## src/source/ahb_fir_pkg.sv

```systemverilog
package ahb_fir_pkg;

  // ******************************
  // Widths of the register front end
  // ******************************

  // One bus halfword or register
  typedef logic [15:0] data_t;

  // Byte address into the 16 byte register map
  typedef logic [3:0] addr_t;

  // Index of one of the four FIR coefficients
  typedef logic [1:0] coeff_idx_t;

  // Lane enables, bit 0 is [7:0] and bit 1 is [15:8]
  typedef logic [1:0] byte_en_t;

  // ******************************
  // Address map
  // ******************************

  localparam addr_t ADDR_STATUS     = 4'd0;
  localparam addr_t ADDR_ERROR      = 4'd1;
  localparam addr_t ADDR_RESULT     = 4'd2;
  localparam addr_t ADDR_SAMPLE     = 4'd4;
  localparam addr_t ADDR_COEF_START = 4'd6;
  localparam addr_t ADDR_COEF_SET   = 4'd14;
  localparam addr_t ADDR_INVALID    = 4'd15;

  // F0 to F3, one halfword each
  localparam int NUM_COEFFS = 4;

  // AHB transfer type codes
  localparam logic [1:0] HTRANS_IDLE   = 2'b00;
  localparam logic [1:0] HTRANS_BUSY   = 2'b01;
  localparam logic [1:0] HTRANS_NONSEQ = 2'b10;
  localparam logic [1:0] HTRANS_SEQ    = 2'b11;

  // Only the low bit of hsize reaches the slave
  localparam logic HSIZE_BYTE = 1'b0;
  localparam logic HSIZE_HALF = 1'b1;

  // Kind of transfer sitting in its data phase
  typedef enum logic [1:0] {
    PHASE_IDLE,
    PHASE_READ,
    PHASE_WRITE,
    PHASE_ERROR
  } phase_state_t;

endpackage

```

## src/source/ahb_fir_slave.sv

```systemverilog
`timescale 1ns/100ps

module ahb_fir_slave (
  input  logic                    tb_clk,
  input  logic                    reset,
  // AHB-Lite bus side
  input  logic                    hsel,
  input  logic [1:0]              htrans,
  input  ahb_fir_pkg::addr_t      haddr,
  input  logic                    hsize,
  input  logic                    hwrite,
  input  ahb_fir_pkg::data_t      hwdata,
  output ahb_fir_pkg::data_t      hrdata,
  output logic                    hresp,
  // FIR filter side
  input  ahb_fir_pkg::data_t      fir_out,
  input  logic                    modwait,
  input  logic                    err,
  input  ahb_fir_pkg::coeff_idx_t coefficient_num,
  output ahb_fir_pkg::data_t      sample_data,
  output logic                    data_ready,
  output ahb_fir_pkg::data_t      fir_coefficient,
  output logic                    new_coefficient_set
);

  // Data phase controls from the FSM
  ahb_fir_pkg::addr_t    phase_addr;
  ahb_fir_pkg::byte_en_t byte_en;
  logic                  read_active;
  logic                  sample_write;
  logic                  coeff_write;
  logic                  coeff_set_write;

  // Coefficient contents for readback
  ahb_fir_pkg::data_t    coeff_array [ahb_fir_pkg::NUM_COEFFS];

  // ******************************
  // Bus phase tracking
  // ******************************

  ahb_phase_fsm u_phase_fsm (
    .tb_clk(tb_clk), .reset(reset),
    .hsel(hsel), .htrans(htrans), .haddr(haddr), .hsize(hsize), .hwrite(hwrite),
    .phase_addr(phase_addr), .byte_en(byte_en), .read_active(read_active),
    .sample_write(sample_write), .coeff_write(coeff_write),
    .coeff_set_write(coeff_set_write), .hresp(hresp)
  );

  // ******************************
  // Register blocks
  // ******************************

  sample_regs u_sample_regs (
    .tb_clk(tb_clk), .reset(reset), .sample_write(sample_write), .byte_en(byte_en),
    .hwdata(hwdata), .modwait(modwait), .sample_data(sample_data), .data_ready(data_ready)
  );

  coeff_regs u_coeff_regs (
    .tb_clk(tb_clk), .reset(reset), .coeff_write(coeff_write),
    .coeff_set_write(coeff_set_write), .phase_addr(phase_addr), .byte_en(byte_en),
    .hwdata(hwdata), .coefficient_num(coefficient_num), .modwait(modwait),
    .coeff_array(coeff_array), .fir_coefficient(fir_coefficient),
    .new_coefficient_set(new_coefficient_set)
  );

  // Readback path
  read_mux u_read_mux (
    .phase_addr(phase_addr), .read_active(read_active), .modwait(modwait), .err(err),
    .fir_out(fir_out), .sample_data(sample_data), .coeff_array(coeff_array),
    .new_coefficient_set(new_coefficient_set), .hrdata(hrdata)
  );

endmodule

```

## src/source/ahb_phase_fsm.sv

```systemverilog
`timescale 1ns/100ps

module ahb_phase_fsm (
  input  logic                   tb_clk,
  input  logic                   reset,
  input  logic                   hsel,
  input  logic [1:0]             htrans,
  input  ahb_fir_pkg::addr_t     haddr,
  input  logic                   hsize,
  input  logic                   hwrite,
  output ahb_fir_pkg::addr_t     phase_addr,
  output ahb_fir_pkg::byte_en_t  byte_en,
  output logic                   read_active,
  output logic                   sample_write,
  output logic                   coeff_write,
  output logic                   coeff_set_write,
  output logic                   hresp
);

  // Data phase state and next address phase decode
  ahb_fir_pkg::phase_state_t state;
  ahb_fir_pkg::phase_state_t next_state;

  logic                  transfer_valid;
  logic                  read_only_hit;
  logic                  illegal;
  ahb_fir_pkg::addr_t    half_addr;
  ahb_fir_pkg::byte_en_t next_byte_en;

  // ******************************
  // Address phase decode
  // ******************************

  // BUSY and IDLE both count as no transfer
  always_comb begin
    case (htrans)
      ahb_fir_pkg::HTRANS_NONSEQ,
      ahb_fir_pkg::HTRANS_SEQ:  transfer_valid = hsel;
      ahb_fir_pkg::HTRANS_IDLE,
      ahb_fir_pkg::HTRANS_BUSY: transfer_valid = 1'b0;
      default:                  transfer_valid = 1'b0;
    endcase
  end

  // Halfword aligned address, bit 0 dropped
  assign half_addr = {haddr[3:1], 1'b0};

  // Status and result are read only
  assign read_only_hit = (haddr == ahb_fir_pkg::ADDR_STATUS) ||
                         (haddr == ahb_fir_pkg::ADDR_ERROR)  ||
                         (half_addr == ahb_fir_pkg::ADDR_RESULT);

  // Address 15 is never valid
  assign illegal = (haddr == ahb_fir_pkg::ADDR_INVALID) || (hwrite && read_only_hit);

  // Byte picks its lane from address bit 0, halfword takes both
  always_comb begin
    case (hsize)
      ahb_fir_pkg::HSIZE_BYTE: next_byte_en = haddr[0] ? 2'b10 : 2'b01;
      ahb_fir_pkg::HSIZE_HALF: next_byte_en = 2'b11;
      default:                 next_byte_en = 2'b11;
    endcase
  end

  // Next data phase kind
  always_comb begin
    next_state = ahb_fir_pkg::PHASE_IDLE;
    if (transfer_valid) begin
      if (illegal) begin
        next_state = ahb_fir_pkg::PHASE_ERROR;
      end else if (hwrite) begin
        next_state = ahb_fir_pkg::PHASE_WRITE;
      end else begin
        next_state = ahb_fir_pkg::PHASE_READ;
      end
    end
  end

  // ******************************
  // Data phase registers
  // ******************************

  always_ff @(posedge tb_clk) begin
    if (reset) begin
      state           <= ahb_fir_pkg::PHASE_IDLE;
      phase_addr      <= '0;
      byte_en         <= '0;
      sample_write    <= 1'b0;
      coeff_write     <= 1'b0;
      coeff_set_write <= 1'b0;
    end else begin
      state      <= next_state;
      phase_addr <= haddr;
      byte_en    <= next_byte_en;
      // Region strobes only for legal writes
      sample_write <= (next_state == ahb_fir_pkg::PHASE_WRITE) &&
                      (half_addr == ahb_fir_pkg::ADDR_SAMPLE);
      coeff_write  <= (next_state == ahb_fir_pkg::PHASE_WRITE) &&
                      (haddr >= ahb_fir_pkg::ADDR_COEF_START) &&
                      (haddr < ahb_fir_pkg::ADDR_COEF_SET);
      coeff_set_write <= (next_state == ahb_fir_pkg::PHASE_WRITE) &&
                         (haddr == ahb_fir_pkg::ADDR_COEF_SET);
    end
  end

  // Error response spans the whole data phase
  assign hresp       = (state == ahb_fir_pkg::PHASE_ERROR);
  assign read_active = (state == ahb_fir_pkg::PHASE_READ);

endmodule

```

## src/source/coeff_regs.sv

```systemverilog
`timescale 1ns/100ps

module coeff_regs (
  input  logic                    tb_clk,
  input  logic                    reset,
  input  logic                    coeff_write,
  input  logic                    coeff_set_write,
  input  ahb_fir_pkg::addr_t      phase_addr,
  input  ahb_fir_pkg::byte_en_t   byte_en,
  input  ahb_fir_pkg::data_t      hwdata,
  input  ahb_fir_pkg::coeff_idx_t coefficient_num,
  input  logic                    modwait,
  output ahb_fir_pkg::data_t      coeff_array [ahb_fir_pkg::NUM_COEFFS],
  output ahb_fir_pkg::data_t      fir_coefficient,
  output logic                    new_coefficient_set
);

  // Offset into the coefficient block
  ahb_fir_pkg::addr_t      coef_offset;
  ahb_fir_pkg::coeff_idx_t wr_idx;
  logic                    last_coeff_done;

  // ******************************
  // Coefficient write side
  // ******************************

  // Two bytes per coefficient, so bits [2:1] give the index
  assign coef_offset = phase_addr - ahb_fir_pkg::ADDR_COEF_START;
  assign wr_idx      = coef_offset[2:1];

  always_ff @(posedge tb_clk) begin
    if (reset) begin
      for (int i = 0; i < ahb_fir_pkg::NUM_COEFFS; i++) begin
        coeff_array[i] <= '0;
      end
    end else if (coeff_write) begin
      // Low lane
      if (byte_en[0]) begin
        coeff_array[wr_idx][7:0] <= hwdata[7:0];
      end
      // High lane
      if (byte_en[1]) begin
        coeff_array[wr_idx][15:8] <= hwdata[15:8];
      end
    end
  end

  // ******************************
  // Filter side
  // ******************************

  // Filter walks F0..F3 through coefficient_num
  assign fir_coefficient = coeff_array[coefficient_num];

  // Filter has taken F3 while busy
  assign last_coeff_done = modwait &&
                           (coefficient_num == ahb_fir_pkg::coeff_idx_t'(ahb_fir_pkg::NUM_COEFFS - 1));

  // Confirmation flag
  // Host write wins over the filter clear
  always_ff @(posedge tb_clk) begin
    if (reset) begin
      new_coefficient_set <= 1'b0;
    end else if (coeff_set_write && byte_en[0]) begin
      new_coefficient_set <= hwdata[0];
    end else if (last_coeff_done) begin
      new_coefficient_set <= 1'b0;
    end
  end

endmodule

```

## src/source/read_mux.sv

```systemverilog
`timescale 1ns/100ps

module read_mux (
  input  ahb_fir_pkg::addr_t phase_addr,
  input  logic               read_active,
  input  logic               modwait,
  input  logic               err,
  input  ahb_fir_pkg::data_t fir_out,
  input  ahb_fir_pkg::data_t sample_data,
  input  ahb_fir_pkg::data_t coeff_array [ahb_fir_pkg::NUM_COEFFS],
  input  logic               new_coefficient_set,
  output ahb_fir_pkg::data_t hrdata
);

  // Halfword aligned data phase address
  ahb_fir_pkg::addr_t      half_addr;
  ahb_fir_pkg::addr_t      coef_offset;
  ahb_fir_pkg::coeff_idx_t rd_idx;

  assign half_addr = {phase_addr[3:1], 1'b0};

  // Same index math as the write side
  assign coef_offset = half_addr - ahb_fir_pkg::ADDR_COEF_START;
  assign rd_idx      = coef_offset[2:1];

  // ******************************
  // Read data select
  // ******************************

  // Whole halfword goes out, byte reads pick their own lane
  always_comb begin
    hrdata = '0;
    if (read_active) begin
      case (half_addr)
        // Busy in bit 0, error in bit 8
        ahb_fir_pkg::ADDR_STATUS: begin
          hrdata = {7'b0, err, 7'b0, modwait};
        end
        ahb_fir_pkg::ADDR_RESULT: begin
          hrdata = fir_out;
        end
        ahb_fir_pkg::ADDR_SAMPLE: begin
          hrdata = sample_data;
        end
        // Confirmation flag only in bit 0
        ahb_fir_pkg::ADDR_COEF_SET: begin
          hrdata = {15'b0, new_coefficient_set};
        end
        // Everything left is F0..F3
        default: begin
          hrdata = coeff_array[rd_idx];
        end
      endcase
    end
  end

endmodule

```

## src/source/sample_regs.sv

```systemverilog
`timescale 1ns/100ps

module sample_regs (
  input  logic                  tb_clk,
  input  logic                  reset,
  input  logic                  sample_write,
  input  ahb_fir_pkg::byte_en_t byte_en,
  input  ahb_fir_pkg::data_t    hwdata,
  input  logic                  modwait,
  output ahb_fir_pkg::data_t    sample_data,
  output logic                  data_ready
);

  // ******************************
  // New sample register
  // ******************************

  // Each lane updates on its own enable
  always_ff @(posedge tb_clk) begin
    if (reset) begin
      sample_data <= '0;
    end else if (sample_write) begin
      // Low byte from hwdata[7:0]
      if (byte_en[0]) begin
        sample_data[7:0] <= hwdata[7:0];
      end
      // High byte from hwdata[15:8]
      if (byte_en[1]) begin
        sample_data[15:8] <= hwdata[15:8];
      end
    end
  end

  // ******************************
  // Handshake to the filter
  // ******************************

  // Raised by any sample write
  // Dropped once the filter reports busy
  // A write in the same cycle keeps it up for the fresh sample
  always_ff @(posedge tb_clk) begin
    if (reset) begin
      data_ready <= 1'b0;
    end else if (sample_write) begin
      data_ready <= 1'b1;
    end else if (modwait) begin
      data_ready <= 1'b0;
    end
  end

endmodule

```

## config.mk

```make
export PLATFORM = sky130hd
export DESIGN_NAME = ahb_fir_slave
export DESIGN_NICKNAME = d
export VERILOG_FILES = /design/src/source/ahb_fir_pkg.sv /design/src/source/ahb_fir_slave.sv /design/src/source/ahb_phase_fsm.sv /design/src/source/coeff_regs.sv /design/src/source/read_mux.sv /design/src/source/sample_regs.sv
export SDC_FILE = /design/constraint.sdc
export NUM_CORES = 1
export LEC_CHECK = 0
export ABC_AREA = 1
export BUFFER_PORTS_ARGS = -buffer_cell sky130_fd_sc_hd__buf_2
export CAP_MARGIN = 10
export CORE_MARGIN = 1
export CORE_UTILIZATION = 40
export DETAILED_ROUTE_END_ITERATION = 8
export GPL_TIMING_DRIVEN = 0
export SLEW_MARGIN = 5
export SYNTH_ARGS = -nofsm -noshare
export SYNTH_HDL_FRONTEND = slang
export SYNTH_SLANG_ARGS = --single-unit
```

## constraint.sdc

```tcl
create_clock -name tb_clk -period 2.1 [get_ports tb_clk]
set_input_delay 0.105 -clock tb_clk [delete_from_list [all_inputs] [get_ports tb_clk]]
set_output_delay 0.105 -clock tb_clk [all_outputs]
set_load 0.01 [all_outputs]
```

==> results of run 1 <==
kinds of logic (layout without fill, tap and decap cells):
family,after synthesis,in the layout,share of synthesized area (%)
AND/OR/NAND/NOR,266,266,23.03
AO/OA/AOI/OAI,243,243,25.12
buffers and inverters,136,266,11.77
flip-flops,92,92,38.01
adder cells (fa/ha/maj),8,8,2.066
how the worst min path moves through the flow:
stage / cells after the start / end / startpoint / slack (ns)
2_1_floorplan: 1 / u_phase_fsm.byte_en[0]$_SDFF_PP0_ / reset / 0.17
3_3_place_gp: 2 / u_phase_fsm.byte_en[0]$_SDFF_PP0_ / haddr[0] / 0.33
3_5_place_dp: 2 / u_phase_fsm.byte_en[0]$_SDFF_PP0_ / haddr[0] / 0.33
4_1_cts: 3 / u_phase_fsm.phase_addr[2]$_SDFF_PP0_ / haddr[2] / 0.01
5_1_grt: 2 / u_phase_fsm.phase_addr[1]$_SDFF_PP0_ / reset / 0.02
6_report: 3 / u_phase_fsm.phase_addr[2]$_SDFF_PP0_ / haddr[2] / 0.02
registers in the layout (all words and copies together), names as in the netlist:
name	cells
u_phase_fsm.state	2
u_phase_fsm.sample_write	1
u_phase_fsm.coeff_write	1
u_sample_regs.data_ready	1
u_coeff_regs.coeff_array	64
u_sample_regs.sample_data	16
u_phase_fsm.phase_addr	3
u_phase_fsm.coeff_set_write	1
u_coeff_regs.new_coefficient_set	1
u_phase_fsm.byte_en	2
timing repair:
item | CTS | global route
pin swaps | 28 | 14
setup buffers | 15 | 2
endpoints found under the setup margin | 16 | 16
endpoints found under the hold margin | 3 | 0
gates resized for setup | 72 | 33
gates cloned | 2 | 1
hold buffers | 3 | 0
final cells by class:
| type | instances | area, sq um | area share (%) |
|---|---|---|---|
| tap | 143 | 178.9 | 2.818 |
| timing repair buffer | 118 | 704.4 | 11.10 |
| buffer | 44 | 269.0 | 4.237 |
| clock buffer | 15 | 277.8 | 4.375 |
| sequential | 92 | 1849 | 29.13 |
| inverter | 88 | 346.6 | 5.459 |
| clock inverter | 1 | 5.005 | 0.07883 |
| multi-input combinational | 517 | 2718 | 42.81 |
critical path, delay by kind of cell, from the launching register on:
| kind | cells | cell delay (ns) |
|---|---|---|
| adder cells (fa/ha/maj) | 1 | 0.28 |
| buffers and inverters | 5 | 0.71 |
| flip-flops | 1 | 0.36 |
| AND/OR/NAND/NOR | 2 | 0.19 |
| AO/OA/AOI/OAI | 1 | 0.08 |
synth_stat cells:
library cell	instances
buf_4	2
nand4_1	1
inv_2	4
nor2_4	1
nand2_2	3
o21ai_0	104
buf_2	36
inv_1	84
nand2_1	120
ha_1	8
nand3_1	80
a31oi_1	1
o21ai_1	8
clkbuf_1	9
nor2_1	61
a21oi_1	130
buf_6	1
dfxtp_1	92
routing by layer:
| metal | part of all wire (%) | track usage [%] | routed length [microns] | vias up |
|---|---|---|---|---|
| met5 | 0 | 0 | 0 | - |
| met4 | 4.1 | 15.02 | 746 | 0 |
| met3 | 6.2 | 3.564 | 1142 | 48 |
| met2 | 46 | 46.38 | 8486 | 226 |
| met1 | 43 | 38.54 | 7912 | 2627 |
| li1 | - | - | - | 2703 |
power breakdown:
part	switching (W)	total, W	internal (W)
Combinational	0.000450	0.000729	0.000279
Sequential	0.0000124	0.00177	0.00176
Clock	0.000696	0.00160	0.000901
Total	0.00116	0.00409	0.00293
through the flow:
step | area [sq um] | utilization [%]
2_1_floorplan | 4846 | -
3_3_place_gp | 5500 | 47.36
3_5_place_dp | 5500 | 47.36
4_1_cts | 6206 | 53.44
5_1_grt | 6349 | 54.66
6_report | 6349 | 54.66
==> impl_metrics.env, run 1 <==
export IMPL_status="finished with violations"
export IMPL_violations="DRC"
export IMPL_setup_worst_path_start="u_phase_fsm.phase_addr[1]$_SDFF_PP0_"
export IMPL_cts_buffers=9
export IMPL_io_pins=98
export IMPL_clk_pin_slew_ns=0.06
export IMPL_yosys_area_top_type="dfxtp_1"
export IMPL_critPathMaxStageDelay_ns=0.36
export IMPL_clk_latency_ns=0.36
export IMPL_die_y_microns=112.1
export IMPL_worst_ep_arrival_time_ns=1.99
export IMPL_grt_total_usage_pct=28.99
export IMPL_dieWidth_microns=112.1
export IMPL_htree_levels=3
export IMPL_finalCriticalPeriod_ns=2.090
export IMPL_crit_path_end="hrdata[4]"
export IMPL_layout_commonest_cell="buf_2"
export IMPL_hold_viol_final=0
export IMPL_reg2reg_from="u_phase_fsm.phase_addr[1]$_SDFF_PP0_"
export IMPL_final_cells=1018
export IMPL_reg2reg_to="u_coeff_regs.coeff_array[30]$_SDFFE_PP0P_"
export IMPL_n_fill_cell=1169
export IMPL_cts_sinks=92
export IMPL_yosys_area_top_type_share_pct=38.01
export IMPL_num_antenna_cells=0
export IMPL_fmax_ghz=0.4784
export IMPL_fin_hold_ws_ns=0.01646
export IMPL_num_vias=5604
export IMPL_slew_headroom_pct=52.54
export IMPL_wl_per_cell_microns=17.96
export IMPL_slowest_stage="dfxtp_4"
export IMPL_drv_slew=0
export IMPL_total_power_w=0.004093
export IMPL_cts_buffer_depth=2
export IMPL_p_leak_nw=2.667
export IMPL_gp_congestion=0.8980
export IMPL_critPathMaxFanout=6
export IMPL_syn_inst=745
export IMPL_cts_root_buffer="clkbuf_16"
export IMPL_io_buffers=95
export IMPL_synth_seq_cells=92
export IMPL_dr_pass1_iters=7
export IMPL_pre_cts_ws_ns=-0.6504
export IMPL_ir_worst_vdd_v=0.0003771
export IMPL_fin_skew_ns=0.01018
export IMPL_grt_max_degree=14
export IMPL_ant_nets=0
export IMPL_worst_pin_slew_ns=0.7118
export IMPL_criticalPathCategory="reg2out"
export IMPL_cp_required_ns=2.00
export IMPL_drive_gt1_share_pct=25.14
export IMPL_totalWireLength_mm=18.29
export IMPL_drv_cap=0
export IMPL_dieArea_sq_um=12560
export IMPL_ys_warnings_count=0
export IMPL_netlist_area_sq_um=4846
export IMPL_overflow=0
export IMPL_rows=39
export IMPL_start_util_pct=41.73
export IMPL_ff2ff_setup_slack_ns=0.29
export IMPL_crit_chain="buf_6 -> inv_8 -> ha_4 -> clkinvlp_4 -> buf_8 -> nand3_2 -> a21oi_4 -> nor2_2 -> buf_2"
export IMPL_ys_seq_area_share_pct=38.01
export IMPL_grt_antenna_before_repair=0
export IMPL_synth_cell_type_count=18
export IMPL_viasPerCell=5.505
export IMPL_dp_hpwl_mm=13.04
export IMPL_post_place_cells=983
export IMPL_setup_slack_ns=0.009845
export IMPL_fin_setup_tns_ns=0
export IMPL_end_kind="output port"
export IMPL_synth_area_leaders="dfxtp_1 38%, a21oi_1 13%, o21ai_0 11%"
export IMPL_grt_pass1_wl_mm=27.37
export IMPL_reg2regPathDepth=7
export IMPL_fin_nets=925
export IMPL_grt_pass1_vias=5145
export IMPL_rsz0062_at_grt="yes"
export IMPL_setup_violations_final=0
export IMPL_cts_tree="built"
export IMPL_post_route_period_util_pct=99.53
export IMPL_start_kind="flip-flop"
export IMPL_drc=3
export IMPL_final_cell_mix="123 x buf_2, 118 x a21oi_1, 117 x nand2_1, 99 x o21ai_0, 90 x dfxtp_1"
export IMPL_hold_class="in2reg"
export IMPL_area_growth_pct=31.01
export IMPL_synth_nets=800
export IMPL_core_sq_um=11610
export IMPL_drt_iter0_drc=503
export IMPL_avgSynthCellArea_sq_um=6.505
export IMPL_power_density_nw_per_um2=644.8
No activity file was read; power rests on OpenSTA's default activity.
==> inputs of run 2 (changes only) <==
Settings changed: ABC_AREA 1 to unset.
==> impl_metrics.env, run 2 <==
export IMPL_crit_top_cell="buf_12"
export IMPL_grt_pass1_wl_mm=21.63
export IMPL_yosys_area_top_type="dfxtp_1"
export IMPL_setup_slack_ns=-0.3248
export IMPL_grt_max_degree=16
export IMPL_cts_buffer_depth=2
export IMPL_cts_root_buffer="clkbuf_16"
export IMPL_ir_worst_vdd_v=0.0004238
export IMPL_yosys_top_cells_count="92 x dfxtp_1, 71 x nor2_1, 64 x mux2i_1"
export IMPL_rows=38
export IMPL_fin_area_sq_um=5836
export IMPL_largest_reg_flops=64
export IMPL_critPathMaxStageDelay_ns=0.50
export IMPL_grt_total_usage_pct=25.32
export IMPL_synth_area_leaders="dfxtp_1 40%, mux2i_1 14%, mux4_2 13%"
export IMPL_synth_edff_count=0
export IMPL_cts_tree="built"
export IMPL_drv_slew=0
export IMPL_syn_inst=435
export IMPL_final_util_pct=53.13
export IMPL_fin_skew_ns=0.006718
export IMPL_cts_buffers=9
export IMPL_ant_nets=0
export IMPL_cp_required_ns=2.00
export IMPL_slowest_stage="mux4_2"
export IMPL_crit_chain="buf_12 -> clkinvlp_4 -> ha_4 -> buf_12 -> buf_12 -> mux4_2 -> inv_2 -> o22ai_2 -> buf_2"
export IMPL_htree_levels=3
export IMPL_async_reset_ff_share_pct=0
export IMPL_die_y_microns=108.7
export IMPL_finalCriticalPeriod_ns=2.425
export IMPL_worst_ep_arrival_time_ns=2.32
export IMPL_gp_congestion=0.8274
export IMPL_final_cell_mix="101 x buf_2, 90 x dfxtp_1, 71 x nor2_1, 64 x mux2i_1, 32 x mux4_2"
export IMPL_criticalPathCategory="reg2out"
export IMPL_dp_hpwl_mm=9.641
export IMPL_totalWireLength_mm=14.71
export IMPL_hold_viol_final=0
export IMPL_power_density_nw_per_um2=660.0
export IMPL_core_sq_um=10980
export IMPL_dieWidth_microns=108.7
export IMPL_clk_latency_ns=0.34
export IMPL_clk_pin_slew_ns=0.07
export IMPL_setup_violations_final=16
export IMPL_dr_pass1_iters=6
export IMPL_synth_most_common_cell="dfxtp_1"
export IMPL_wl_per_cell_microns=20.96
export IMPL_dieArea_sq_um=11820
export IMPL_io_buffers=93
export IMPL_hold_class="in2reg"
export IMPL_fin_hold_ws_ns=0.02238
export IMPL_drc=0
export IMPL_num_vias=3981
export IMPL_synth_seq_cells=92
export IMPL_rsz0062_at_grt="yes"
export IMPL_avgSynthCellArea_sq_um=10.47
export IMPL_synth_nets=490
export IMPL_yosys_area_top_type_share_pct=40.43
export IMPL_slew_headroom_pct=47.54
export IMPL_ys_seq_area_share_pct=40.43
export IMPL_drv_cap=0
export IMPL_synth_cell_type_count=33
export IMPL_grt_pass1_vias=3794
export IMPL_ys_warnings_count=0
export IMPL_worst_pin_slew_ns=0.7869
export IMPL_num_antenna_cells=0
export IMPL_start_util_pct=41.48
export IMPL_place_area_sq_um=5196
export IMPL_path_buf_inv=6
export IMPL_status="finished with violations"
export IMPL_area_growth_pct=28.10
export IMPL_io_pins=98
export IMPL_path_delay_family="buffers and inverters"
export IMPL_viasPerCell=5.671
export IMPL_drt_iter0_drc=295
export IMPL_reg_top3="u_coeff_regs.coeff_array x64, u_sample_regs.sample_data x16, u_phase_fsm.phase_addr x3"
export IMPL_overflow=0
export IMPL_regMostFlops="u_coeff_regs.coeff_array"
export IMPL_fin_nets=612
export IMPL_p_leak_nw=2.732
export IMPL_violations="setup timing"
export IMPL_start_kind="flip-flop"
export IMPL_fmax_ghz=0.4124
export IMPL_cts_sinks=92
export IMPL_layout_commonest_cell="buf_2"
export IMPL_grt_antenna_before_repair=0
export IMPL_netlist_area_sq_um=4556
export IMPL_synth_main_ff_cell="dfxtp_1"
export IMPL_post_route_period_util_pct=115.5
export IMPL_drive_gt1_share_pct=38.26
export IMPL_end_kind="output port"
export IMPL_critPathMaxFanout=5
run 2: logic make-up (layout without fill, tap and decap cells):
logic type	after synthesis	after routing	synth area share, %
AND/OR/NAND/NOR	131	131	13.35
multiplexers	96	96	30.38
flip-flops	92	92	40.43
AO/OA/AOI/OAI	55	55	7.580
buffers and inverters	52	179	5.877
adder cells (fa/ha/maj)	8	8	2.197
XOR/XNOR	1	1	0.1923
run 2: layout make-up:
| cell class | instances | area [sq um] |
|---|---|---|
| clock buffer | 11 | 252.7 |
| fill | 996 | 5147 |
| inverter | 22 | 86.33 |
| clock inverter | 5 | 58.81 |
| tap | 140 | 175.2 |
| sequential | 92 | 1849 |
| multi-input combinational | 291 | 2546 |
| buffer | 27 | 178.9 |
| timing repair buffer | 114 | 688.2 |
run 2: worst paths after layout:
kind                            slack [ns]                                        end                                       from  depth (start not counted)
worst max-delay path                 -0.32                                 hrdata[14]       u_phase_fsm.phase_addr[1]$_SDFF_PP0_                          9
worst min-delay path                  0.02          u_phase_fsm.byte_en[0]$_SDFF_PP0_                                      hsize                          3
worst max register to register        0.25   u_coeff_regs.coeff_array[7]$_SDFFE_PP0P_       u_phase_fsm.phase_addr[1]$_SDFF_PP0_                          8
worst min register to register        0.47  u_sample_regs.sample_data[3]$_SDFFE_PP0P_  u_sample_regs.sample_data[3]$_SDFFE_PP0P_                          2
run 2: worst reg2reg max path, stage by stage (launching register included):
cell	delay (ns)
dfxtp_4	0.37
buf_12	0.11
clkinvlp_4	0.11
buf_4	0.16
buf_4	0.13
ha_1	0.24
nand3_2	0.30
mux2i_1	0.24
nor2_1	0.06
run 2: through the flow:
| step | total power, W | TNS (ns) | cells | setup WS [ns] |
|---|---|---|---|---|
| floorplan | 0.001982 | 0 | 435 | 0.05403 |
| global placement | 0.002123 | -6.717 | 668 | -0.5347 |
| detailed placement | 0.002128 | -7.228 | 668 | -0.5600 |
| CTS | 0.003859 | -6.282 | 702 | -0.4344 |
| global route | 0.003966 | -5.548 | 702 | -0.3951 |
| finish | 0.003852 | -4.619 | 702 | -0.3248 |
run 2: where the power goes:
part	total, W	internal, W	leakage, nW	switching, W
Combinational	0.000401	0.000172	1.84	0.000228
Clock	0.00169	0.000990	0.148	0.000697
Sequential	0.00176	0.00175	0.744	0.0000105
Total	0.00385	0.00292	2.73	0.000935
run 2: metal layers:
| layer | part of all wire, % | GRT usage (%) |
|---|---|---|
| met3 | 5.7 | 3.885 |
| met4 | 2.3 | 7.336 |
| met1 | 44 | 34.94 |
| met2 | 48 | 40.96 |
| met5 | 0 | 0 |
run 2: what timing repair did:
item / 4_1_cts / 5_1_grt
buffers inserted: 14 / 3
hold endpoints to repair: 2 / 0
gates resized for setup: 29 / 28
hold buffers: 3 / 0
pin swaps: 3 / 8
gates cloned: 1 / 1
setup endpoints to repair: 16 / 16
==> inputs of run 3 (changes only) <==
Settings changed: REMOVE_ABC_BUFFERS set to 1.
==> impl_metrics.env, run 3 (synthesis results as in run 2) <==
export IMPL_reg2reg_to="u_sample_regs.sample_data[11]$_SDFFE_PP0P_"
export IMPL_min_path_cells=3
export IMPL_multi_input_comb_area_sq_um=2474
export IMPL_num_antenna_cells=0
export IMPL_ff_latch_area_sq_um=1849
export IMPL_grt_max_degree=89
export IMPL_die_y_microns=108.7
export IMPL_drv_cap=0
export IMPL_rows=38
export IMPL_fin_skew_ns=0.005122
export IMPL_ant_nets=0
export IMPL_io_buffers=96
export IMPL_clk_pin_slew_ns=0.06
export IMPL_slew_headroom_pct=33.43
export IMPL_reg2regPathDepth=3
export IMPL_area_growth_pct=22.08
export IMPL_status="finished with violations"
export IMPL_regMostFlops="u_coeff_regs.coeff_array"
export IMPL_setup_slack_ns=-0.09889
export IMPL_drv_slew=0
export IMPL_place_area_sq_um=5071
export IMPL_post_route_period_util_pct=104.7
export IMPL_clk_latency_ns=0.34
export IMPL_post_place_cells=644
export IMPL_cts_buffers=9
export IMPL_dieWidth_microns=108.7
export IMPL_reg_top3="u_coeff_regs.coeff_array x64, u_sample_regs.sample_data x16, u_phase_fsm.phase_addr x3"
export IMPL_cp_required_ns=2.00
export IMPL_worst_pin_slew_ns=0.9971
export IMPL_grt_pass1_wl_mm=19.92
export IMPL_cts_buffer_depth=2
export IMPL_grt_pass1_vias=3739
export IMPL_drive_gt1_share_pct=35.26
export IMPL_fin_nets=587
export IMPL_drt_iter0_drc=177
export IMPL_grt_antenna_before_repair=0
export IMPL_viasPerCell=5.536
export IMPL_finalCriticalPeriod_ns=2.199
export IMPL_violations="setup timing"
export IMPL_ir_worst_vdd_v=0.0003682
export IMPL_rsz0062_at_grt="yes"
export IMPL_dp_hpwl_mm=7.788
export IMPL_final_cell_mix="95 x buf_2, 90 x dfxtp_1, 71 x nor2_1, 64 x mux2i_1, 32 x mux4_2"
export IMPL_power_density_nw_per_um2=663.9
export IMPL_fmax_ghz=0.4548
export IMPL_cts_sinks=92
export IMPL_criticalPathCategory="reg2out"
export IMPL_end_kind="output port"
export IMPL_total_power_w=0.003692
export IMPL_grt_total_usage_pct=22.61
export IMPL_cts_root_buffer="clkbuf_16"
export IMPL_p_leak_nw=2.618
export IMPL_overflow=0
export IMPL_layout_commonest_cell="buf_2"
export IMPL_dieArea_sq_um=11820
export IMPL_totalWireLength_mm=12.62
export IMPL_critPathMaxFanout=8
export IMPL_num_vias=3742
export IMPL_core_sq_um=10980
export IMPL_pre_cts_ws_ns=-1.518
export IMPL_drc=0
export IMPL_hold_viol_final=0
export IMPL_gp_congestion=0.7410
export IMPL_cts_tree="built"
export IMPL_htree_levels=3
export IMPL_ff2ff_setup_slack_ns=0.19
export IMPL_worst_ep_arrival_time_ns=2.09
export IMPL_final_cells=676
export IMPL_hold_class="in2reg"
export IMPL_start_kind="flip-flop"
export IMPL_hold_path_endpoint="u_phase_fsm.state[1]$_SDFF_PP0_"
export IMPL_largest_reg_flops=64
export IMPL_fin_area_sq_um=5562
export IMPL_hold_start="hwrite"
export IMPL_reg2reg_from="u_phase_fsm.sample_write$_SDFF_PP0_"
export IMPL_dr_pass1_iters=4
export IMPL_n_fill_cell=1022
export IMPL_wl_per_cell_microns=18.67
export IMPL_start_util_pct=41.48
export IMPL_setup_violations_final=16
export IMPL_io_pins=98
==> run 3: cell count changes in the layout (fill, tap and decap cells not counted), moves of 2 or more <==
cell / delta
buf_6: -2
buf_2: -6
inv_2: +2
o22ai_2: -7
a22oi_2: -3
clkinvlp_4: -2
inv_1: -2
buf_12: -3
o22ai_1: +8
buf_1: -4
clkbuf_1: -5
buf_4: -2
a22oi_1: +3
==> run 3: how the worst max path moves through the flow <==
stage                                              start          to  slack, ns
floorplan           u_phase_fsm.phase_addr[1]$_SDFF_PP0_  hrdata[11]      -0.46
global placement    u_phase_fsm.phase_addr[1]$_SDFF_PP0_   hrdata[8]      -1.88
detailed placement  u_phase_fsm.phase_addr[1]$_SDFF_PP0_   hrdata[7]      -1.52
CTS                 u_phase_fsm.phase_addr[1]$_SDFF_PP0_  hrdata[10]      -0.09
global route        u_phase_fsm.phase_addr[1]$_SDFF_PP0_   hrdata[1]      -0.17
finish              u_phase_fsm.phase_addr[1]$_SDFF_PP0_  hrdata[10]       -0.1
==> run 3: what timing repair did <==
item / CTS / global route
hold buffers: 4 / 0
pin swaps: 6 / 1
endpoints found under the setup margin: 80 / 16
endpoints found under the hold margin: 4 / 0
gates resized for setup: 27 / 8
setup buffers: 13 / 0
==> run 3: stage by stage <==
stage          hold WS [ns]  TNS, ns  utilization [%]
2_1_floorplan        0.1717   -6.713                -
3_3_place_gp         0.3239   -37.99            45.76
3_5_place_dp         0.3251   -33.85            46.17
4_1_cts             0.03731   -1.058            50.58
5_1_grt             0.05345   -2.210            50.64
6_report            0.03908   -1.131            50.64
==> run 3: critical path, cell delays in order (launching register included) <==
cell	delay (ns)
dfxtp_4	0.35
clkinvlp_4	0.10
ha_4	0.30
buf_12	0.15
mux4_2	0.53
inv_2	0.07
o22ai_1	0.07
buf_2	0.19
==> run 3: per-layer routing <==
layer	routed length (microns)	up-vias	global-route usage, %
li1	-	1756	-
met1	5382	1825	28.18
met2	6129	146	39.65
met3	902	15	3.885
met4	206	0	7.143
met5	0	-	0
==> run 3: where the power goes <==
part	switching (W)	internal (W)
Sequential	0.0000220	0.00175
Clock	0.000647	0.000948
Combinational	0.000179	0.000141
Total	0.000848	0.00284
==> run 3: cell type report <==
type,count,area share (%)
Clock buffer,13,4.499
Clock inverter,2,0.6299
Inverter,22,1.552
Multi-Input combinational cell,291,44.48
Sequential cell,92,33.25
Tap cell,140,3.150
Timing Repair Buffer,116,12.44
